<file path="config.mk">
export PLATFORM = sky130hd
export DESIGN_NAME = data_port
export DESIGN_NICKNAME = d
export VERILOG_FILES = /design/src/bgpu_mem_pkg.sv /design/src/data_port.sv
export SDC_FILE = /design/constraint.sdc
export NUM_CORES = 1
export LEC_CHECK = 0
export ABC_CLOCK_PERIOD_IN_PS = 2500
export BUFFER_PORTS_ARGS = -buffer_cell sky130_fd_sc_hd__buf_2
export CAP_MARGIN = 10
export CORE_AREA = 2 2 142 144
export DETAILED_ROUTE_END_ITERATION = 8
export DIE_AREA = 0 0 144 146
export SLEW_MARGIN = 15
export SYNTH_ARGS = -nofsm -noshare
export SYNTH_HDL_FRONTEND = slang
export SYNTH_SLANG_ARGS = --single-unit
</file>
<file path="constraint.sdc">
create_clock -name clk_i -period 2.5 [get_ports clk_i]
set_clock_uncertainty 0.2 [all_clocks]
set_input_delay 0.5 -clock clk_i [delete_from_list [all_inputs] [get_ports clk_i]]
set_output_delay 0.5 -clock clk_i [all_outputs]
set_load 0.02 [all_outputs]
</file>
<file path="src/bgpu_mem_pkg.sv">
// ############################
// Word, line and block widths of the shared memory
// Lines and blocks must divide the 128-bit word evenly
// ############################

package bgpu_mem_pkg;

    // ############################
    // Widths

    // One memory word
    localparam int unsigned MemWidth      = 128;
    // Encoded instruction
    localparam int unsigned EncInstWidth  = 32;
    // 2^IClineIdxBits instructions per line
    localparam int unsigned IClineIdxBits = 1;
    // 2^BlockIdxBits bytes per data block
    localparam int unsigned BlockIdxBits  = 2;

    localparam int unsigned ImemLineWidth = EncInstWidth << IClineIdxBits;
    localparam int unsigned BlockBytes    = 1 << BlockIdxBits;
    localparam int unsigned MemStrbWidth  = MemWidth / 8;

    // Byte offset bits inside one word and inside one instruction
    localparam int unsigned WordOffsetBits = $clog2(MemStrbWidth);
    localparam int unsigned InstOffsetBits = $clog2(EncInstWidth / 8);

    // How a word splits into lines and blocks
    localparam int unsigned LinesPerWord  = MemWidth / ImemLineWidth;
    localparam int unsigned BlocksPerWord = MemWidth / (BlockBytes * 8);

    // ############################
    // Types

    typedef logic [MemWidth-1:0]      mem_data_t;
    typedef logic [MemStrbWidth-1:0]  mem_strb_t;
    typedef logic [ImemLineWidth-1:0] imem_line_t;
    typedef logic [BlockBytes*8-1:0]  block_data_t;
    typedef logic [BlockBytes-1:0]    block_mask_t;

    // Same word seen by the fetch path as lines and by the data path as blocks
    typedef union packed {
        imem_line_t  [LinesPerWord-1:0]  lines;
        block_data_t [BlocksPerWord-1:0] blocks;
    } mem_word_u;

endpackage : bgpu_mem_pkg

</file>
<file path="src/data_port.sv">
// ############################
// Byte address must be block aligned
// One block per request, byte mask applies to writes only
// ############################

`timescale 1ns/1ps

module data_port #(
    parameter int unsigned MemAddrWidth = 12
) (
    input  logic clk_i,
    input  logic rst_i,

    // Data requester
    input  logic                              data_req_i,
    input  logic                              data_we_i,
    input  logic [MemAddrWidth-1:0]           data_addr_i,
    input  bgpu_mem_pkg::block_data_t         data_wdata_i,
    input  bgpu_mem_pkg::block_mask_t         data_be_i,
    output logic                              data_gnt_o,
    output logic                              data_rvalid_o,
    output bgpu_mem_pkg::block_data_t         data_rdata_o,

    // Towards the arbiter
    output logic                              mem_req_o,
    output logic                              mem_we_o,
    output logic [MemAddrWidth-bgpu_mem_pkg::WordOffsetBits-1:0] mem_addr_o,
    output bgpu_mem_pkg::mem_word_u           mem_wdata_o,
    output bgpu_mem_pkg::mem_strb_t           mem_strb_o,
    input  logic                              mem_gnt_i,
    input  logic                              mem_rvalid_i,
    input  bgpu_mem_pkg::mem_word_u           mem_rdata_i
);
    localparam int unsigned LaneBits = $clog2(bgpu_mem_pkg::BlocksPerWord);

    logic [LaneBits-1:0] lane;
    logic [LaneBits-1:0] lane_q;

    // ############################
    // Request side

    assign mem_addr_o = data_addr_i[MemAddrWidth-1:bgpu_mem_pkg::WordOffsetBits];
    assign lane       = data_addr_i[bgpu_mem_pkg::BlockIdxBits +: LaneBits];

    assign mem_req_o  = data_req_i;
    assign mem_we_o   = data_we_i;
    assign data_gnt_o = mem_gnt_i;

    // Block copied into every lane, strobes open only the addressed one
    always_comb begin : build_write_word
        mem_wdata_o.blocks = {bgpu_mem_pkg::BlocksPerWord{data_wdata_i}};
        mem_strb_o         = '0;
        for (int unsigned i = 0; i < bgpu_mem_pkg::BlocksPerWord; i++) begin
            if (lane == LaneBits'(i)) begin
                mem_strb_o[i*bgpu_mem_pkg::BlockBytes +: bgpu_mem_pkg::BlockBytes] = data_be_i;
            end
        end
    end : build_write_word

    // ############################
    // Return side

    always_ff @(posedge clk_i) begin
        if (rst_i) begin
            lane_q <= '0;
        end else if (data_req_i && mem_gnt_i) begin
            lane_q <= lane;
        end
    end

    assign data_rvalid_o = mem_rvalid_i;
    assign data_rdata_o  = mem_rdata_i.blocks[lane_q];

    // ############################
    // Checks

    a_block_aligned : assert property (
        @(posedge clk_i) disable iff (rst_i)
        data_req_i |-> (data_addr_i[bgpu_mem_pkg::BlockIdxBits-1:0] == '0)
    ) else $error("data request to unaligned address %h", data_addr_i);

    // A waiting requester keeps its request and address until granted
    a_req_held : assert property (
        @(posedge clk_i) disable iff (rst_i)
        (data_req_i && !data_gnt_o) |=> (data_req_i && $stable(data_addr_i))
    ) else $error("data request dropped or changed before grant");

    // Lane register only holds for the cycle right after the accept
    a_rvalid_after_accept : assert property (
        @(posedge clk_i) disable iff (rst_i)
        1'b1 |=> (mem_rvalid_i == $past(data_req_i && mem_gnt_i))
    ) else $error("data return not one cycle after its accept");

endmodule : data_port

</file>
==> impl_metrics.toml <==
[routing]
route.met2.wl_mm = 3.516
dr.first_iter.drc_count = 30
routedWlPerCell_um = 13.52
ant_nets = 0
via_per_inst = 3.041
drt-pass1-iter-count = 4
wl_mm = 6.988
post-route-drc-count = 0
via_count = 1572
wl_met1_mm = 2.224
highest_layer = "met4"
met3_length_um = 967

[synth]
synthTopCellsByArea = "buf_4 51%, mux4_2 32%, mux4_1 3.9%, and2_1 3.7%, buf_6 2.2%"
ys_seq_elements = 2
netlist_top_cells_count = "140 x buf_4, 29 x mux4_2, 12 x and2_1"
synth_top_area_share = 0.5144
yosysSeqAreaShare = 0.01960
syn_area_um2 = 2043
synth_edf_count = 0
ys_types = 14
syn_inst = 207
synth_most_common_cell = "buf_4"
synthArstFlopShare = 0
synth_top_area_cell = "buf_4"
syn_nets = 389
syn_area_per_cell_um2 = 9.871
synthFlopType = "dfxtp_1"
synth_warnings = 0

[critical_path]
crit_buf_inv = 2
critPathArrivalTime_ns = 1.60
required_ns = 1.80
path_class = "reg -> out"
start_kind = "flip-flop"
cp_slowest_cell = "mux4_1"
worstSetupEndpointType = "output pin"
r2r-end = "lane_q[0]"
crit_family = "multiplexers"
crit_chain = "buf_12, mux4_1, buf_2"
reg2regPathDepth = 3
crit_fanout = 27
r2r_setup_slack_ns = 1.33
regToRegStartpoint = "lane_q[0]"
cpPeakStageDelay_ns = 0.61

[cts]
cts_resized = 0
cts_setup_buffers = 0
cts.path.max_buffers = 2
tritoncts = "yes"
root_buffer = "clkbuf_16"
clkSinkCount = 2
cts.clk_slew.worst_paths_ns = 0.03
numCtsBuffers = 3
hold_buffers = 0
htree_num_levels = 1
clock_latency_ns = 0.22

[timing]
maxSlewHeadroom = 0.8347
period_share = 0.9202
fin_setup_tns_ns = 0
max_freq_mhz = 434.7
drv_slew = 0
final.min_clock_period_ns = 2.300
rsz0062_at_grt = "no"
setup_viol = 0
hold_viol_final = 0
worstMarginPinSlew_ns = 0.2480

[min_path]
holdPathStages = 2
holdCritStartpoint = "rst_i"
worstHoldPathType = "in -> reg"
hold_end = "lane_q[1]"

[power]
power.density_nw_per_um2 = 282.6
leakagePower_nw = 1.084
peakVddDrop_mv = 0.1312

[final_layout]
drive_gt1_frac = 0.8968
antenna_cells = 0
fin_cells = 517
largest_reg_flops = 2
post-route-util = 0.1200
top_register = "lane_q"
syn2layout_area_growth_pct = 13.59
top_regs = "lane_q x2"
nNetsFinal = 436

[die]
start_util = 0.1057
die_w_um = 144
die-area_um2 = 21020
num_rows = 51
die_y_um = 146
core_area_um2 = 19330
pin_count = 370

[global_route]
antenna_found_initial = 0
grt_pass1_vias = 1750
grt_usage = 0.06275
grt_max_degree = 28
grt_overflow = 0
grt_pass1_wl_mm = 9.473

[outcome]
outcome = "completed"

[placed_design]
gp_congestion = 0.6578
hpwlAfterDp_mm = 6.199
port_buffers = 187
placed_cells = 514

[job]
max_cap_viol_count = 0
-- area by class of cell --
class                           instances  area [µm²]
Fill cell                            2229       17010
Clock buffer                            3       75.07
Sequential cell                         2       42.54
Timing Repair Buffer                  190       983.4
Tap cell                              265       331.6
Multi-Input combinational cell         57       888.4
-- metal layers --
| metal | up-vias | track usage |
|---|---|---|
| met2 | 160 | 0.1105 |
| met5 | - | 0 |
| li1 | 675 | - |
| met3 | 28 | 0.03192 |
| met4 | 0 | 0.04461 |
| met1 | 709 | 0.05407 |
-- worst max path at each step --
| stage | from | endpoint | cells after the start |
|---|---|---|---|
| floorplan | lane_q[0] | data_rdata_o[10] | 3 |
| global placement | lane_q[0] | data_rdata_o[0] | 3 |
| detailed placement | lane_q[0] | data_rdata_o[0] | 3 |
| CTS | lane_q[0] | data_rdata_o[0] | 3 |
| global route | lane_q[0] | data_rdata_o[1] | 3 |
| finish | lane_q[0] | data_rdata_o[0] | 3 |
-- metrics by stage --
step | hold WS [ns] | setup slack (ns) | total power, mW | instance area, µm²
after floorplan | 0.3691 | 0.6320 | 0.5615 | 2043
after global placement | 0.4719 | 0.4415 | 0.4176 | 2246
after detailed placement | 0.4856 | 0.4076 | 0.4246 | 2246
after CTS | 0.2540 | 0.1758 | 0.6682 | 2321
after global routing | 0.2673 | 0.1268 | 0.7001 | 2321
final | 0.2507 | 0.1996 | 0.6559 | 2321
-- power by group --
| group | internal (mW) | switching (mW) |
|---|---|---|
| Combinational | 0.199 | 0.181 |
| Sequential | 0.0340 | 0.00341 |
| Clock | 0.203 | 0.0354 |
| Total | 0.436 | 0.220 |
-- cell usage in the layout (no fill, tap or decap), drive strengths merged, types with 2 or more instances in the layout --
master	count
mux4	32
a21bo	2
nor2b	2
nand3	2
buf	190
and3	4
dfxtp	2
a21oi	2
clkbuf	3
and2	12
-- cell families (layout without fill, tap and decap cells) --
group,count (synthesis),count (layout),synth area share
flip-flops,2,2,0.01960
buffers and inverters,148,193,0.5456
multiplexers,32,32,0.3582
AND/OR/NAND/NOR,21,21,0.06184
AO/OA/AOI/OAI,4,4,0.01470
Power figures use the tool's default switching activity.
