<file path="src/bgpu_mem_pkg.sv">
// ############################
// Word, line and block widths of the shared memory
// Lines and blocks must divide the 128-bit word evenly
// ############################

package bgpu_mem_pkg;

    // ############################
    // Widths

    // One memory word
    localparam int unsigned MemWidth      = 128;
    // Encoded instruction
    localparam int unsigned EncInstWidth  = 32;
    // 2^IClineIdxBits instructions per line
    localparam int unsigned IClineIdxBits = 1;
    // 2^BlockIdxBits bytes per data block
    localparam int unsigned BlockIdxBits  = 2;

    localparam int unsigned ImemLineWidth = EncInstWidth << IClineIdxBits;
    localparam int unsigned BlockBytes    = 1 << BlockIdxBits;
    localparam int unsigned MemStrbWidth  = MemWidth / 8;

    // Byte offset bits inside one word and inside one instruction
    localparam int unsigned WordOffsetBits = $clog2(MemStrbWidth);
    localparam int unsigned InstOffsetBits = $clog2(EncInstWidth / 8);

    // How a word splits into lines and blocks
    localparam int unsigned LinesPerWord  = MemWidth / ImemLineWidth;
    localparam int unsigned BlocksPerWord = MemWidth / (BlockBytes * 8);

    // ############################
    // Types

    typedef logic [MemWidth-1:0]      mem_data_t;
    typedef logic [MemStrbWidth-1:0]  mem_strb_t;
    typedef logic [ImemLineWidth-1:0] imem_line_t;
    typedef logic [BlockBytes*8-1:0]  block_data_t;
    typedef logic [BlockBytes-1:0]    block_mask_t;

    // Same word seen by the fetch path as lines and by the data path as blocks
    typedef union packed {
        imem_line_t  [LinesPerWord-1:0]  lines;
        block_data_t [BlocksPerWord-1:0] blocks;
    } mem_word_u;

endpackage : bgpu_mem_pkg

</file>
<file path="src/ifetch_port.sv">
// ############################
// PC counts instructions, returns one full line
// Requester holds req and pc until granted
// ############################

`timescale 1ns/1ps

module ifetch_port #(
    parameter int unsigned MemAddrWidth = 12
) (
    input  logic clk_i,
    input  logic rst_i,

    // Fetch requester
    input  logic                                             fetch_req_i,
    input  logic [MemAddrWidth-bgpu_mem_pkg::InstOffsetBits-1:0] fetch_pc_i,
    output logic                                             fetch_gnt_o,
    output logic                                             fetch_rvalid_o,
    output bgpu_mem_pkg::imem_line_t                         fetch_line_o,

    // Towards the arbiter
    output logic                                             mem_req_o,
    output logic [MemAddrWidth-bgpu_mem_pkg::WordOffsetBits-1:0] mem_addr_o,
    input  logic                                             mem_gnt_i,
    input  logic                                             mem_rvalid_i,
    input  bgpu_mem_pkg::mem_word_u                          mem_rdata_i
);
    localparam int unsigned PcWidth       = MemAddrWidth - bgpu_mem_pkg::InstOffsetBits;
    localparam int unsigned WordAddrWidth = MemAddrWidth - bgpu_mem_pkg::WordOffsetBits;
    localparam int unsigned LineSelBits   = $clog2(bgpu_mem_pkg::LinesPerWord);

    // Line inside the word, remembered until the data comes back
    logic [LineSelBits-1:0] line_idx;
    logic [LineSelBits-1:0] line_idx_q;

    // Upper PC bits pick the word, the bits above the instruction index pick the line
    assign mem_addr_o = fetch_pc_i[PcWidth-1 -: WordAddrWidth];
    assign line_idx   = fetch_pc_i[bgpu_mem_pkg::IClineIdxBits +: LineSelBits];

    assign mem_req_o   = fetch_req_i;
    assign fetch_gnt_o = mem_gnt_i;

    always_ff @(posedge clk_i) begin
        if (rst_i) begin
            line_idx_q <= '0;
        end else if (fetch_req_i && mem_gnt_i) begin
            line_idx_q <= line_idx;
        end
    end

    // Return cycle
    assign fetch_rvalid_o = mem_rvalid_i;
    assign fetch_line_o   = mem_rdata_i.lines[line_idx_q];

endmodule : ifetch_port

</file>
<file path="config.mk">
export PLATFORM = sky130hd
export DESIGN_NAME = ifetch_port
export DESIGN_NICKNAME = d
export VERILOG_FILES = /design/src/bgpu_mem_pkg.sv /design/src/ifetch_port.sv
export SDC_FILE = /design/constraint.sdc
export NUM_CORES = 1
export LEC_CHECK = 0
export BUFFER_PORTS_ARGS = -buffer_cell sky130_fd_sc_hd__buf_2
export CAP_MARGIN = 25
export CORE_AREA = 2 2 84 86
export DETAILED_ROUTE_END_ITERATION = 7
export DIE_AREA = 0 0 86 88
export PLACE_DENSITY_LB_ADDON = 0.3
export SYNTH_ARGS = -nofsm -noshare
export SYNTH_HDL_FRONTEND = slang
export SYNTH_SLANG_ARGS = --single-unit
</file>
<file path="constraint.sdc">
create_clock -name clk_i -period 1.43 [get_ports clk_i]
set_input_delay 0.2145 -clock clk_i [delete_from_list [all_inputs] [get_ports clk_i]]
set_output_delay 0.2145 -clock clk_i [all_outputs]
set_load 0.03 [all_outputs]
</file>
==> metrics.cfg, run 1 <==
[status]
outcome = complete, no violations

[routing]
dr_wl_met2_um = 2450
wirelength_met1_um = 1550
dr.pass1.iters = 4
drcViolationCount = 0
routed.top_layer = met4
drt_iter0_markers = 24
wl_met3_um = 612
vias = 1371
ant_nets = 0
wire_per_inst_um = 13.3
finalWirelength_um = 4630
vias_per_cell = 3.93

[timing]
finalSetupTns_ns = 0
hold_ws_ns = 0.366
worst_clock_skew_ns = 0
final.min_clock_period_ns = 1.38
min_period_over_period_pct = 96.4
relSlewSlack_pct = 86.6
finalSetupViolCount = 0
fmax_ghz = 0.726
hold_viol = 0
slew_viol_final = 0
rsz0062_at_grt = no
tightest_slew_ns = 0.202

[worst_hold_path]
hold_class = primary input to flop
holdCritStartpoint = rst_i
min_to = line_idx_q$_SDFFE_PP0P_
min_path_cells = 2

[worst_setup_path]
rr_endpoint = line_idx_q$_SDFFE_PP0P_
path_max_fanout = 29
crit_path_start_kind = flop
worstPathRequired_ns = 1.22
critical_path_class = flop to output port
regToRegStartpoint = line_idx_q$_SDFFE_PP0P_
r2r_slack_ns = 0.37
end_kind = output port
r2r_cells = 3
arrival_ns = 1.16

[placed_design]
numPortBuffers = 198
globalplace.congestion = 0.688
place_area_um2 = 2090
dpl.hpwl_um = 4260

[floorplanning]
die_y_um = 88
design.die.area_um2 = 7570
start_util_pct = 16.6
core_area_um2 = 6640
rows = 30
ios = 218
die_width_um = 86

[power]
p_sw_uw = 461
seq_power_share_pct = 3.7
powerDensity_nw_per_um2 = 429
clkPwrFrac_pct = 0
finalPower_uw = 897
vdd_drop_max_v = 0.000143
cellLeakagePower_uw = 0.00122
comb_power_share_pct = 96.3
netSwitchingFraction_pct = 51.4
intPower_uw = 436

[synth]
yosys_warnings = 0
syn_inst = 86
synth_cell_types = 9
syn-num-nets = 229
syn_area_per_cell_um2 = 12.8
synth_seq_cells = 1
synth-seq-area-share_pct = 1.81
syn_area_um2 = 1100

[final_layout]
ff_latch_area_um2 = 23.8
n_fill_cell = 711
multi_input_area_um2 = 928
largest_reg_flops = 1
top_register = line_idx_q
reg_top3 = line_idx_q x1
diodes = 0
postLayoutCellArea_um2 = 2090
syn_to_final_growth_pct = 89.5
finalNetCount = 414
final_layout_size_suffix_gt1_share_pct = 98.9

[global_routing]
grt_pass1_vias = 1273
antenna_found_initial = 0
grt_max_degree = 30
gr-total-overflow = 0
grt_usage_pct = 10.2
grt_pass1_wl_um = 6290

[clock_network]
insertion_delay_ns = 0
clk_pin_slew_ns = 0
cts_setup_buffers = 0
hold_buffers = 0
cts.repair.resized = 0

[run]
maxCapViolCount = 0

-- cell type report --
cell class	instances	area share, %
sequential	1	1.14
tap	80	4.79
multi-input combinational	67	44.4
timing repair buffer	201	49.7
-- metrics by stage --
stage / setup slack, ns / instances / util (%)
3_3_place_gp: 0.0389 / 349 / 31.5
3_5_place_dp: 0.0206 / 349 / 31.5
5_1_grt: 0.000790 / 349 / 31.5
6_report: 0.0517 / 349 / 31.5
2_1_floorplan: 0.233 / 86 / -
4_1_cts: 0.0215 / 349 / 31.5
-- synth_stat cells --
cell type	instances	area [um2]
mux2_4	50	751
mux2_2	14	158
buf_4	11	82.6
buf_6	6	67.6
a21bo_1	1	10.0
a21oi_1	1	5.00
buf_2	1	5.00
dfxtp_1	1	20.0
nand3_1	1	5.00
-- kinds of logic (layout without fill, tap and decap cells) --
logic type | count (synthesis) | count (layout) | synth area share (%)
multiplexers | 64 | 64 | 82.3
buffers and inverters | 18 | 201 | 14.1
AO/OA/AOI/OAI | 2 | 2 | 1.36
flip-flops | 1 | 1 | 1.81
AND/OR/NAND/NOR | 1 | 1 | 0.453
-- how the worst max path moves through the flow --
stage | start | endpoint | slack (ns)
global placement | line_idx_q$_SDFFE_PP0P_ | fetch_line_o[7] | 0.04
detailed placement | line_idx_q$_SDFFE_PP0P_ | fetch_line_o[10] | 0.02
CTS | line_idx_q$_SDFFE_PP0P_ | fetch_line_o[10] | 0.02
global route | line_idx_q$_SDFFE_PP0P_ | fetch_line_o[10] | 0.0008
finish | line_idx_q$_SDFFE_PP0P_ | fetch_line_o[10] | 0.05
floorplan | line_idx_q$_SDFFE_PP0P_ | fetch_line_o[12] | 0.23
-- worst max-delay path: stages, from the launching register on --
cell and delay [ns]:
dfxtp_4 0.39, buf_12 0.23, mux2_2 0.36, buf_2 0.18
-- cells in the final DEF, fill, tap and decap left out --
cell type,Yosys,routed
a21bo_1,1,1
a21oi_1,1,1
buf_12,0,2
buf_2,1,198
buf_4,11,1
dfxtp_4,0,1
mux2_2,14,14
mux2_4,50,50
nand3_1,1,1
-- layer usage --
| layer | up-vias | GRT usage, % |
|---|---|---|
| met4 | 0 | 0.433 |
| met5 | - | 0 |
| met1 | 572 | 11.2 |
| met3 | 4 | 2.36 |
| li1 | 673 | - |
| met2 | 122 | 20.7 |
-- power groups by stage --
stage	logic (uW)	clock network, uW	registers [uW]
4_1_cts	876	0	33.2
6_report	864	0	32.8
5_1_grt	914	0	33.5
3_3_place_gp	871	0	32.9
3_5_place_dp	874	0	33.2
2_1_floorplan	612	0	30.4
No activity file was read; power rests on OpenSTA's default activity.
==> inputs of run 2 (changes only) <==
ABC_AREA = 1   (was not set)
CORE_AREA = 2 2 86 88   (was 2 2 84 86)
DIE_AREA = 0 0 88 90   (was 0 0 86 88)
==> run 2 against run 1 <==
Critical path depth grew 1. Die area grew 4.7%. Worst hold slack gained 0.063 ns. Global-route usage shrank 0.88 points. Highest routed layer unchanged.
==> metrics.cfg, run 2 <==
[status]
outcome = complete, no violations

[global_routing]
use_met1_pct = 8.88  ; -2.3 points
antenna_found_initial = 0  ; unchanged
grt_usage_pct = 9.34  ; -0.88 points
grt_max_degree = 37  ; +23%
grt_pass1_vias = 1623  ; +27%
grt_most_used_layer = met2
gr-total-overflow = 0  ; unchanged
gr-usage-met3_pct = 0.551  ; -1.8 points
grtUsageMet2_pct = 20.8  ; +0.11 points
grt_pass1_wl_um = 6510  ; +3.5%

[worst_setup_path]
arrival_ns = 1.02  ; -0.14 ns
crit_path_start_kind = flop
end_kind = output port
critical_path_class = flop to output port
cpPeakStageDelay_ns = 0.34  ; -0.05 ns
worstPathRequired_ns = 1.22  ; about the same
cp_common_cell = nand2_1
crit_path_cell_trace = buf_4, nand2_1, nand2_1, buf_2
path_max_fanout = 30  ; +3.4%
critPathSlowestCell = dfxtp_2

[power]
seq_power_share_pct = 3.4  ; -0.3 points
cellLeakagePower_uw = 0.00140  ; +15%
intPower_uw = 366  ; -16%
vdd_drop_max_v = 0.000176  ; +23%
netSwitchingFraction_pct = 62.8  ; +11 points
powerDensity_nw_per_um2 = 506  ; +18%
p_sw_uw = 620  ; +34%
finalPower_uw = 986  ; +9.9%
comb_power_share_pct = 96.6  ; +0.3 points
clkPwrFrac_pct = 0  ; unchanged

[placed_design]
globalplace.congestion = 0.675  ; -1.8%
dpl.hpwl_um = 3600  ; -15%
numPortBuffers = 198  ; unchanged

[routing]
vias_per_cell = 3.67  ; -6.5%
wire_per_inst_um = 8.50  ; -36%
ant_nets = 0  ; unchanged
vias = 1840  ; +34%
drcViolationCount = 0  ; unchanged
finalWirelength_um = 4260  ; -8.0%
dr.pass1.iters = 4  ; unchanged
drt_iter0_markers = 24  ; unchanged

[final_layout]
layout_commonest_cell = buf_2
diodes = 0  ; unchanged
top_register = line_idx_q
syn_to_final_growth_pct = 93.9
multi_input_area_um2 = 739  ; -20%
largest_reg_flops = 1  ; unchanged
final_layout_size_suffix_gt1_share_pct = 50.7  ; -48 points
n_fill_cell = 801  ; +13%
finalNetCount = 547  ; +32%
ff_latch_area_um2 = 21.3  ; -11%
layout_common_cells = buf_2 (198), nand2_1 (195), buf_12 (3), nor2_1 (2)
reg_top3 = line_idx_q x1

[synth]
yosysTopAreaCell = nand2_1
synth_top_area_share_pct = 72.8  ; +4.7 points
synth.most_common_cell = nand2_1
synth-seq-area-share_pct = 1.99  ; +0.18 points
synth_commonest_cells = nand2_1 (195), buf_4 (11), buf_6 (11)
syn_area_um2 = 1010  ; -8.8%
syn_area_per_cell_um2 = 4.47  ; -65%
synth_area_leaders = nand2_1 (73%), buf_6 (12%), buf_4 (8.2%)
synth_flop_cell = dfxtp_1
synthArstFlopShare_pct = 0  ; unchanged
synth_seq_cells = 1  ; unchanged
synth-edff-count = 0  ; unchanged
synth_cell_types = 9  ; unchanged
syn_inst = 225  ; +160%
yosys_warnings = 0  ; unchanged
syn-num-nets = 368  ; +61%

[floorplanning]
design.die.area_um2 = 7920  ; +4.7%
start_util_pct = 14.3  ; -2.3 points
die_width_um = 88  ; +2.3%
core_area_um2 = 7020  ; +5.7%
die_y_um = 90  ; +2.3%
ios = 218  ; unchanged
rows = 31  ; +3.3%

[timing]
tightest_slew_ns = 0.295  ; +0.0939 ns
relSlewSlack_pct = 80.3  ; -6.3 points
rsz0062_at_grt = no
worst_clock_skew_ns = 0  ; unchanged
hold_ws_ns = 0.429  ; +0.0628 ns
finalSetupViolCount = 0  ; unchanged
final.min_clock_period_ns = 1.23  ; -0.145 ns
min_period_over_period_pct = 86.3  ; -10 points
hold_viol = 0  ; unchanged
finalSetupTns_ns = 0  ; unchanged
fmax_ghz = 0.811  ; +12%
slew_viol_final = 0  ; unchanged

[worst_hold_path]
hold_class = primary input to output port

[clock_network]
clk_pin_slew_ns = 0  ; unchanged
hold_buffers = 0  ; unchanged
cts.repair.resized = 0  ; unchanged
insertion_delay_ns = 0  ; unchanged
cts_setup_buffers = 0  ; unchanged

[run]
maxCapViolCount = 0  ; unchanged

-- run 2: cell count changes in the layout (fill, tap and decap cells not counted), sizes merged --
cell / before / now
buf: 201 / 202
nor2: 0 / 2
inv: 0 / 2
a21bo: 1 / 0
a21oi: 1 / 0
nand2: 0 / 195
mux2: 64 / 0
nand3: 1 / 0
-- run 2: worst max-delay path, delay by kind of cell, from the launching register on --
kind                   cells  cell delay, ns
buffers and inverters      2            0.49
DFF                        1            0.34
and+or+nand+nor            2            0.17
-- run 2: power by group through the flow --
stage | Clock, uW | Sequential (uW) | Combinational [uW]
after CTS | 0 | 33.4 | 964
after detailed placement | 0 | 33.4 | 960
after global routing | 0 | 34.1 | 1040
after floorplan | 0 | 31.7 | 668
final | 0 | 33.4 | 953
after global placement | 0 | 33.3 | 957
-- run 2: per-stage QoR --
stage | setup slack [ns] | std cells | util, % | instance area (um2)
finish | 0.196 | 501 | 27.8 | 1950
global route | 0.0889 | 501 | 27.8 | 1950
CTS | 0.190 | 501 | 27.8 | 1950
detailed placement | 0.190 | 501 | 27.8 | 1950
global placement | 0.201 | 501 | 27.8 | 1950
floorplan | 0.303 | 225 | - | 1010
-- run 2: kinds of logic (layout without fill, tap and decap cells) --
logic type | after synthesis | after routing | synth area share (%)
DFF | 1 | 1 | 1.99
buffers and inverters | 27 | 204 | 24.5
and+or+nand+nor | 197 | 197 | 73.5
-- run 2: final timing paths --
| kind | start | end | slack (ns) | cells after the start |
|---|---|---|---|---|
| max | line_idx_q$_SDFFE_PP0P_ | fetch_line_o[58] | 0.20 | 4 |
| min | fetch_pc_i[6] | mem_addr_o[4] | 0.43 | 0 |
| max reg2reg | line_idx_q$_SDFFE_PP0P_ | line_idx_q$_SDFFE_PP0P_ | 0.57 | 5 |
| min reg2reg | line_idx_q$_SDFFE_PP0P_ | line_idx_q$_SDFFE_PP0P_ | 0.79 | 5 |
-- run 2: cell type report --
| type | instances | area share, % |
|---|---|---|
| timing repair buffer | 202 | 54.3 |
| multi-input combinational | 197 | 37.9 |
| tap | 99 | 6.35 |
| sequential | 1 | 1.09 |
| inverter | 2 | 0.385 |
-- run 2: layer usage --
layer,vias up,wire (um)
li1,1003,-
met1,740,1550
met2,93,2250
met3,4,432
met4,0,32
met5,-,0
