$ cat config.mk
export PLATFORM = sky130hd
export DESIGN_NAME = mem_arbiter
export DESIGN_NICKNAME = d
export VERILOG_FILES = /design/src/bgpu_mem_pkg.sv /design/src/mem_arbiter.sv
export SDC_FILE = /design/constraint.sdc
export NUM_CORES = 1
export LEC_CHECK = 0
export ABC_AREA = 1
export BUFFER_PORTS_ARGS = -buffer_cell sky130_fd_sc_hd__buf_2
export CAP_MARGIN = 20
export CORE_AREA = 2 2 224 226
export CTS_CLUSTER_DIAMETER = 40
export DETAILED_ROUTE_END_ITERATION = 12
export DIE_AREA = 0 0 226 228
export SLEW_MARGIN = 10
export SYNTH_ARGS = -nofsm -noshare
export SYNTH_HDL_FRONTEND = slang
export SYNTH_SLANG_ARGS = --single-unit
$ cat constraint.sdc
create_clock -name clk_i -period 0.8 [get_ports clk_i]
set_input_delay 0.08 -clock clk_i [delete_from_list [all_inputs] [get_ports clk_i]]
set_output_delay 0.08 -clock clk_i [all_outputs]
set_load 0.03 [all_outputs]
$ cat src/bgpu_mem_pkg.sv
// ############################
// Word, line and block widths of the shared memory
// Lines and blocks must divide the 128-bit word evenly
// ############################

package bgpu_mem_pkg;

    // ############################
    // Widths

    // One memory word
    localparam int unsigned MemWidth      = 128;
    // Encoded instruction
    localparam int unsigned EncInstWidth  = 32;
    // 2^IClineIdxBits instructions per line
    localparam int unsigned IClineIdxBits = 1;
    // 2^BlockIdxBits bytes per data block
    localparam int unsigned BlockIdxBits  = 2;

    localparam int unsigned ImemLineWidth = EncInstWidth << IClineIdxBits;
    localparam int unsigned BlockBytes    = 1 << BlockIdxBits;
    localparam int unsigned MemStrbWidth  = MemWidth / 8;

    // Byte offset bits inside one word and inside one instruction
    localparam int unsigned WordOffsetBits = $clog2(MemStrbWidth);
    localparam int unsigned InstOffsetBits = $clog2(EncInstWidth / 8);

    // How a word splits into lines and blocks
    localparam int unsigned LinesPerWord  = MemWidth / ImemLineWidth;
    localparam int unsigned BlocksPerWord = MemWidth / (BlockBytes * 8);

    // ############################
    // Types

    typedef logic [MemWidth-1:0]      mem_data_t;
    typedef logic [MemStrbWidth-1:0]  mem_strb_t;
    typedef logic [ImemLineWidth-1:0] imem_line_t;
    typedef logic [BlockBytes*8-1:0]  block_data_t;
    typedef logic [BlockBytes-1:0]    block_mask_t;

    // Same word seen by the fetch path as lines and by the data path as blocks
    typedef union packed {
        imem_line_t  [LinesPerWord-1:0]  lines;
        block_data_t [BlocksPerWord-1:0] blocks;
    } mem_word_u;

endpackage : bgpu_mem_pkg

$ cat src/mem_arbiter.sv
// ############################
// Alternating priority, fetch first after reset
// Fetch requests are always reads
// ############################

`timescale 1ns/1ps

module mem_arbiter #(
    parameter int unsigned MemAddrWidth = 12
) (
    input  logic clk_i,
    input  logic rst_i,

    // Fetch source
    input  logic                                             fetch_req_i,
    input  logic [MemAddrWidth-bgpu_mem_pkg::WordOffsetBits-1:0] fetch_addr_i,
    output logic                                             fetch_gnt_o,
    output logic                                             fetch_rvalid_o,

    // Data source
    input  logic                                             data_req_i,
    input  logic                                             data_we_i,
    input  logic [MemAddrWidth-bgpu_mem_pkg::WordOffsetBits-1:0] data_addr_i,
    input  bgpu_mem_pkg::mem_word_u                          data_wdata_i,
    input  bgpu_mem_pkg::mem_strb_t                          data_strb_i,
    output logic                                             data_gnt_o,
    output logic                                             data_rvalid_o,

    // Read word shared by both sources
    output bgpu_mem_pkg::mem_word_u                          rdata_o,

    // Memory side
    output logic                                             mem_req_o,
    output logic                                             mem_we_o,
    output logic [MemAddrWidth-bgpu_mem_pkg::WordOffsetBits-1:0] mem_addr_o,
    output bgpu_mem_pkg::mem_data_t                          mem_wdata_o,
    output bgpu_mem_pkg::mem_strb_t                          mem_strb_o,
    input  bgpu_mem_pkg::mem_data_t                          mem_rdata_i
);
    // High while fetch wins a tie
    logic prio_fetch_q;

    // ############################
    // Grant

    assign fetch_gnt_o = fetch_req_i && (!data_req_i || prio_fetch_q);
    assign data_gnt_o  = data_req_i && (!fetch_req_i || !prio_fetch_q);

    // On a tie the winner hands priority to the other side
    always_ff @(posedge clk_i) begin
        if (rst_i) begin
            prio_fetch_q <= 1'b1;
        end else if (fetch_req_i && data_req_i) begin
            prio_fetch_q <= !prio_fetch_q;
        end
    end

    assign mem_req_o   = fetch_req_i || data_req_i;
    assign mem_we_o    = data_gnt_o && data_we_i;
    assign mem_addr_o  = data_gnt_o ? data_addr_i : fetch_addr_i;
    assign mem_wdata_o = data_wdata_i;
    assign mem_strb_o  = data_strb_i;

    // ############################
    // Return routing

    // Memory answers one cycle later, so the owner is just the delayed grant
    always_ff @(posedge clk_i) begin
        if (rst_i) begin
            fetch_rvalid_o <= 1'b0;
            data_rvalid_o  <= 1'b0;
        end else begin
            fetch_rvalid_o <= fetch_gnt_o;
            data_rvalid_o  <= data_gnt_o;
        end
    end

    assign rdata_o = mem_rdata_i;

    // ############################
    // Checks

    a_one_grant : assert property (
        @(posedge clk_i) disable iff (rst_i) !(fetch_gnt_o && data_gnt_o)
    ) else $error("fetch and data granted together");

endmodule : mem_arbiter

==> Flow_metrics.wiki, run 1 <==
{| class="wikitable"
! Metric !! Value
|-
| Switching Fraction || 0.317
|-
| Worst setup path end || mem_addr_o[0]
|-
| Required arrival time at the worst endpoint || 0.72 ns
|-
| Worst-Skew Late Latency || 0.23 ns
|-
| End of the worst register-to-register path || fetch_rvalid_o
|-
| Peak supply drop || 0.000455 V
|-
| Number of vias per cell after detailed routing || 1.26
|-
| Cell at the root of the clock tree || sky130_fd_sc_hd__clkbuf_16
|-
| Synthesized area || 2350 µm²
|-
| Top-level I/O count || 579
|-
| Sort of element at the end of the critical path || output pin
|-
| Cell area reported after detailed placement || 1390 µm²
|-
| Share of flip-flops with an asynchronous set or reset || 0
|-
| Total via count after detailed routing || 963
|-
| Yosys warning total || 0
|-
| Worst reg2reg path startpoint || prio_fetch_q
|-
| Worst Setup Path Type || reg2out
|-
| DRT Pass-1 Iters || 4
|-
| Quantity of I/O buffers inserted on ports || 34
|-
| Int Pwr || 0.00106 W
|-
| Max-slew violation count || 0
|-
| Total power || 0.00156 W
|-
| Unrepaired setup endpoints after global routing || yes
|-
| Source of the worst hold timing path || rst_i
|-
| Fraction of final layout cells sized beyond drive strength 1 || 0.811
|-
| Cell type with the highest aggregate area in the netlist || sky130_fd_sc_hd__buf_4
|-
| Sequential share of the synthesized area || 0.0255
|-
| Clk buf depth || 2
|-
| Number of hold-repair buffers added at the cts stage || 0
|-
| Shortest period the worst path allows || 1.20 ns
|-
| Crit path arrival time || 1.12 ns
|-
| Most used standard cell by instance count after synthesis || sky130_fd_sc_hd__buf_4
|-
| Number of hold-slack violations in the final timing report || 0
|-
| Switching power summed over all nets || 0.000494 W
|-
| Relative slew slack || 0.837
|-
| Number of levels the H-tree was split into || 1
|-
| Class of the tightest hold or removal check || in2reg
|-
| Die Wd || 226 µm
|-
| Setup ws final || -0.396 ns
|-
| Number of flops mapped to enable cells by yosys || 0
|-
| Pin count of the biggest net entering global routing || 12
|-
| RePlAce Congestion || 0.505
|-
| Failing checks || negative setup slack
|-
| Post-route DRC || 0
|-
| Area of the core || 49300 µm²
|-
| Number of inserted filler cells in the final layout || 5861
|-
| Primary FF master, synth || sky130_fd_sc_hd__dfxtp_1
|-
| Count of different cell masters after synthesis || 11
|-
| Initial cell density of the core || 0.0477
|-
| Final-layout setup total negative slack || -4.06 ns
|-
| Reg-to-reg setup timing slack || -0.10 ns
|-
| Number of sinks on the clock net || 3
|-
| Run status || finished with violations
|-
| Gate count after technology mapping || 318
|-
| Worst hold slack || 0.0509 ns
|-
| Leakage power of the design || 0.414 nW
|-
| Most frequent cells after synthesis || sky130_fd_sc_hd__buf_4, sky130_fd_sc_hd__nand2_2, sky130_fd_sc_hd__nand3_1
|-
| HPWL Detailed || 12.0 mm
|-
| Net count of the mapped netlist || 611
|-
| Area growth, synth to finish || -30.4%
|-
| CTS Buf Count || 3
|-
| Skew final || 0.00197 ns
|-
| Final non-filler cell area || 1640 µm²
|-
| Relative contribution of combinational cells to total power || 0.361
|-
| Clock input transition at the sequential cells of the worst setup and hold paths || 0.03 ns
|-
| Total power divided by cell area || 950 nW/µm²
|-
| Clock tree from TritonCTS || built
|-
| Die footprint || 51500 µm²
|-
| Mean routed wirelength per cell || 17.9 µm
|-
| Power share of the sequential group || 0.108
|-
| Floorplan die height || 228 µm
|-
| Number of endpoints failing setup at the final stage || 13
|-
| First-pass GRT wire length || 15.0 mm
|-
| Pin slew with the least headroom to its limit || 0.245 ns
|-
| Vias in the first global route || 1096
|-
| Initial antenna violation count || 0
|-
| Maximum fanout encountered on the critical timing path || 7
|-
| Number of cell instances on the worst register-to-register path || 6
|-
| Count of maximum capacitance violations || 0
|-
| Max frequency || 0.836 GHz
|-
| Number of storage elements in the synthesis netlist || 3
|-
| Synth area leaders || sky130_fd_sc_hd__buf_4, sky130_fd_sc_hd__nand2_2, sky130_fd_sc_hd__dfxtp_1, sky130_fd_sc_hd__nand3_1, sky130_fd_sc_hd__nand2_1
|-
| Drt first-iter violations || 29
|-
| Part of the cycle the worst path needs || 1.49
|-
| Number of antenna repair diodes || 0
|-
| Detail Route Antenna Nets || 0
|-
| Global-route congestion overflow total || 0
|-
| Number of nets in the layout || 384
|-
| Start point of the critical path || prio_fetch_q
|-
| Routed wire length || 13.7 mm
|-
| Clock group share of total power || 0.531
|-
| Number of standard-cell rows in the floorplan || 82
|-
| Area share of the largest cell type after synthesis || 0.868
|-
| Post-Place Setup Slack || -0.209 ns
|-
| Mean instance size in the synthesized netlist || 7.40 µm²
|-
| Global-route total usage across every layer || 0.0484
|-
| CP Launch Type || register
|}
[layout by cell type, fill, tap and decap left out, types with 2 or more instances in the layout]
master | synthesis | layout
sky130_fd_sc_hd__buf_6 | 1 | 15
sky130_fd_sc_hd__nand3_1 | 10 | 5
sky130_fd_sc_hd__inv_1 | 5 | 3
sky130_fd_sc_hd__nor2_1 | 3 | 2
sky130_fd_sc_hd__nand2_4 | 2 | 7
sky130_fd_sc_hd__nand3_2 | 0 | 5
sky130_fd_sc_hd__buf_4 | 272 | 8
sky130_fd_sc_hd__nand2_1 | 6 | 5
sky130_fd_sc_hd__nand2_2 | 14 | 8
sky130_fd_sc_hd__clkbuf_16 | 0 | 3
sky130_fd_sc_hd__nand2_8 | 0 | 3
sky130_fd_sc_hd__buf_2 | 0 | 18
[power by group through the flow]
| stage | combinational, W | clock, W | sequential (W) |
|---|---|---|---|
| after floorplan | 0.00281 | 0 | 0.000180 |
| after global placement | 0.000429 | 0 | 0.000168 |
| after detailed placement | 0.000429 | 0 | 0.000167 |
| after CTS | 0.000525 | 0.000832 | 0.000166 |
| after global routing | 0.000590 | 0.000856 | 0.000169 |
| final | 0.000562 | 0.000825 | 0.000168 |
[through the flow]
step,std cells,util
5_1_grt,762,0.0332
2_1_floorplan,318,-
3_3_place_gp,756,0.0281
3_5_place_dp,756,0.0281
4_1_cts,761,0.0321
6_report,762,0.0332
[layer usage]
layer  track usage  wire (µm)
met1        0.0138       1530
met5             0          0
met3        0.0733       4700
met4        0.0710       2120
met2        0.0667       5330
[final cells by class]
class / count / area [µm²] / area share
Inverter: 5 / 22.5 / 0.0138
Timing Repair Buffer: 41 / 319 / 0.195
Clock buffer: 4 / 78.8 / 0.0482
Sequential cell: 3 / 65.1 / 0.0398
Tap cell: 672 / 841 / 0.514
Multi-Input combinational cell: 37 / 310 / 0.190
[state kept, by name (all words and copies together) (netlist names)]
name / count
data_rvalid_o: 1
prio_fetch_q: 1
fetch_rvalid_o: 1
[cell families after synthesis]
kind of cell,Yosys count,synth area share
flip-flops,3,0.0255
AND/OR/NAND/NOR,36,0.0851
buffers and inverters,279,0.889
[timing repair]
item                       CTS  global route
buffers inserted             1             0
gates cloned                 0             1
resized for setup           33            12
setup endpoints to repair   14            16
pin swaps                    6             1
[worst min path at each step]
stage,endpoint,slack [ns],cells past startpoint
CTS,data_rvalid_o,0.06,2
global placement,mem_wdata_o[104],0.16,0
finish,fetch_rvalid_o,0.05,2
detailed placement,mem_wdata_o[104],0.16,0
floorplan,data_rvalid_o,0.15,1
global route,fetch_rvalid_o,0.05,2
[critical path: stages (launching register included)]
cell	delay, ns
sky130_fd_sc_hd__dfxtp_4	0.35
sky130_fd_sc_hd__nand2_8	0.12
sky130_fd_sc_hd__buf_6	0.13
sky130_fd_sc_hd__nand3_2	0.09
sky130_fd_sc_hd__nand2_4	0.07
sky130_fd_sc_hd__buf_6	0.12
No activity file was read; power rests on OpenSTA's default activity.
==> inputs of run 2 (changes only) <==
--- a/config.mk
+++ b/config.mk
@@ -8,10 +8,13 @@
 export ABC_AREA = 1
 export BUFFER_PORTS_ARGS = -buffer_cell sky130_fd_sc_hd__buf_2
 export CAP_MARGIN = 20
-export CORE_AREA = 2 2 224 226
+export CELL_PAD_IN_SITES_DETAIL_PLACEMENT = 0
+export CELL_PAD_IN_SITES_GLOBAL_PLACEMENT = 1
+export CORE_AREA = 2 2 222 224
 export CTS_CLUSTER_DIAMETER = 40
 export DETAILED_ROUTE_END_ITERATION = 12
-export DIE_AREA = 0 0 226 228
+export DIE_AREA = 0 0 224 226
+export PLACE_DENSITY_LB_ADDON = 0.1
 export SLEW_MARGIN = 10
 export SYNTH_ARGS = -nofsm -noshare
 export SYNTH_HDL_FRONTEND = slang
==> run 2 against run 1 <==
The run still ends with negative setup slack left. Cell count down 6.6%. Fmax up 1.9%. Hold slack better by 0.00060 ns. Worst setup slack better by 0.022 ns. Non-clock buffer count unchanged. Critical path depth unchanged. Critical path type unchanged. Critical endpoint is now mem_addr_o[2]. Highest routed layer unchanged.
==> Flow_metrics.wiki, run 2 (synthesis results as in run 1) <==
{| class="wikitable"
! Metric !! Value
|-
| Routed wire length || 6.69 mm
|-
| Area of the core || 48300 µm²
|-
| Cell at the root of the clock tree || sky130_fd_sc_hd__clkbuf_16
|-
| Pin slew with the least headroom to its limit || 0.172 ns
|-
| Worst-case hold path end point || data_rvalid_o
|-
| Worst reg2reg path startpoint || prio_fetch_q
|-
| DRT Pass-1 Iters || 2
|-
| Global-route congestion overflow total || 0
|-
| Cell area reported after detailed placement || 1340 µm²
|-
| Die footprint || 50600 µm²
|-
| Clk buf depth || 2
|-
| Count of maximum capacitance violations || 0
|-
| Detail Route Antenna Nets || 0
|-
| Maximum fanout encountered on the critical timing path || 6
|-
| End of the worst register-to-register path || data_rvalid_o
|-
| Top-level I/O count || 579
|-
| Fraction of final layout cells sized beyond drive strength 1 || 0.844
|-
| Unrepaired setup endpoints after global routing || yes
|-
| Peak per-stage delay on the critical path || 0.35 ns
|-
| Number of cell instances on the worst register-to-register path || 5
|-
| Total via count after detailed routing || 870
|-
| Commonest non-fill, non-tap cells in the layout || sky130_fd_sc_hd__buf_2, sky130_fd_sc_hd__buf_6, sky130_fd_sc_hd__nand2_2
|-
| Worst-Skew Late Latency || 0.22 ns
|-
| Number of hold-repair buffers added at the cts stage || 0
|-
| Initial antenna violation count || 0
|-
| Number of nets in the layout || 384
|-
| Run status || finished with violations
|-
| Vias in the first global route || 976
|-
| Skew final || 0.00292 ns
|-
| Number of vias per cell after detailed routing || 1.22
|-
| Setup ws final || -0.374 ns
|-
| Power share of the sequential group || 0.108
|-
| Number of inserted filler cells in the final layout || 5728
|-
| Area growth, synth to finish || -32.0%
|-
| Mean routed wirelength per cell || 9.39 µm
|-
| Crit path arrival time || 1.09 ns
|-
| Clock input transition at the sequential cells of the worst setup and hold paths || 0.03 ns
|-
| CTS Buf Count || 3
|-
| HPWL Detailed || 5.81 mm
|-
| Relative contribution of combinational cells to total power || 0.378
|-
| Most common library cell in the layout ignoring fill and taps || sky130_fd_sc_hd__buf_2
|-
| Number of antenna repair diodes || 0
|-
| Number of standard-cell rows in the floorplan || 81
|-
| Number of levels the H-tree was split into || 1
|-
| Number of hold-slack violations in the final timing report || 0
|-
| Sort of element at the end of the critical path || output pin
|-
| Failing checks || negative setup slack
|-
| Leakage power of the design || 0.419 nW
|-
| Total power divided by cell area || 961 nW/µm²
|-
| Quantity of I/O buffers inserted on ports || 34
|-
| Number of sinks on the clock net || 3
|-
| Max frequency || 0.852 GHz
|-
| Relative slew slack || 0.885
|-
| Total power || 0.00154 W
|-
| Clock group share of total power || 0.514
|-
| Shortest period the worst path allows || 1.17 ns
|-
| Required arrival time at the worst endpoint || 0.72 ns
|-
| Class of the tightest hold or removal check || in2reg
|-
| Int Pwr || 0.00107 W
|-
| Floorplan die height || 226 µm
|-
| Global-route total usage across every layer || 0.0235
|-
| Final non-filler cell area || 1600 µm²
|-
| Initial cell density of the core || 0.0487
|-
| Switching power summed over all nets || 0.000466 W
|-
| Post-route DRC || 0
|-
| Peak supply drop || 0.000441 V
|-
| Switching Fraction || 0.303
|-
| Pin count of the biggest net entering global routing || 14
|-
| Number of endpoints failing setup at the final stage || 13
|-
| Max-slew violation count || 0
|-
| Worst Setup Path Type || reg2out
|-
| Largest registers in the final layout || data_rvalid_o: 1 flops, fetch_rvalid_o: 1 flops, prio_fetch_q: 1 flops
|-
| CP Launch Type || register
|-
| RePlAce Congestion || 0.579
|-
| Source of the worst hold timing path || rst_i
|-
| Number of cells on the worst hold path || 2
|-
| Drt first-iter violations || 30
|-
| First-pass GRT wire length || 8.20 mm
|-
| Reg-to-reg setup timing slack || -0.13 ns
|-
| Crit path buffers/inverters || 2
|-
| Top Family by Delay on Critical Path || flip-flops
|-
| Die Wd || 224 µm
|-
| Sequence of cells on the critical path || nand2_8 -> buf_12 -> nand3_2 -> nand2_4 -> buf_6
|-
| Clock tree from TritonCTS || built
|-
| Critical-path top delay cell || sky130_fd_sc_hd__dfxtp_4
|-
| Part of the cycle the worst path needs || 1.47
|}
## run 2: cell counts in the layout (fill, tap and decap cells not counted)
Identical to the previous run, type by type.
## run 2: layout make-up
class	instances	area, µm²	area share
Clock buffer	4	78.8	0.0493
Timing Repair Buffer	41	325	0.203
Inverter	5	22.5	0.0141
Tap cell	622	778	0.487
Sequential cell	3	63.8	0.0399
Multi-Input combinational cell	37	330	0.207
## run 2: what timing repair did
item / in CTS / in global routing
cloned: 1 / 0
setup buffers: 1 / 1
endpoints found under the setup margin: 16 / 14
pin swaps: 9 / 4
gates resized for setup: 41 / 6
## run 2: power by group through the flow
stage / Sequential [W] / Combinational (W) / Clock, W
CTS: 0.000167 / 0.000586 / 0.000814
floorplan: 0.000180 / 0.00281 / 0
finish: 0.000167 / 0.000581 / 0.000790
detailed placement: 0.000168 / 0.000455 / 0
global route: 0.000168 / 0.000622 / 0.000826
global placement: 0.000168 / 0.000460 / 0
## run 2: worst register-to-register path, delay by kind of cell (launching register included)
family	cells	cell delay, ns
flops	1	0.35
buf+inv	2	0.23
simple gates	3	0.28
## run 2: through the flow
stage,hold slack (ns),setup slack (ns),TNS [ns],utilization,cells
3_3_place_gp,0.160,-0.276,-3.04,0.0276,706
4_1_cts,0.0582,-0.401,-4.38,0.0327,712
5_1_grt,0.0582,-0.415,-4.52,0.0331,712
2_1_floorplan,0.152,-0.0700,-0.527,-,318
6_report,0.0515,-0.374,-3.95,0.0331,712
3_5_place_dp,0.160,-0.273,-3.12,0.0276,706
## run 2: metal layers
metal	global-route usage	share of wire	vias up	routed length [µm]
met5	0	0	-	0
met1	0.00809	0.14	308	960
met3	0.0255	0.24	92	1600
li1	-	-	233	-
met4	0.0292	0.11	0	747
met2	0.0415	0.51	237	3380
## run 2: worst max-delay path by stage
stage,from,endpoint,cells after the start
after floorplan,prio_fetch_q,mem_we_o,4
after global placement,prio_fetch_q,mem_addr_o[7],5
after detailed placement,prio_fetch_q,mem_addr_o[0],5
after CTS,prio_fetch_q,mem_addr_o[2],5
after global routing,prio_fetch_q,mem_addr_o[6],5
final,prio_fetch_q,mem_addr_o[2],5
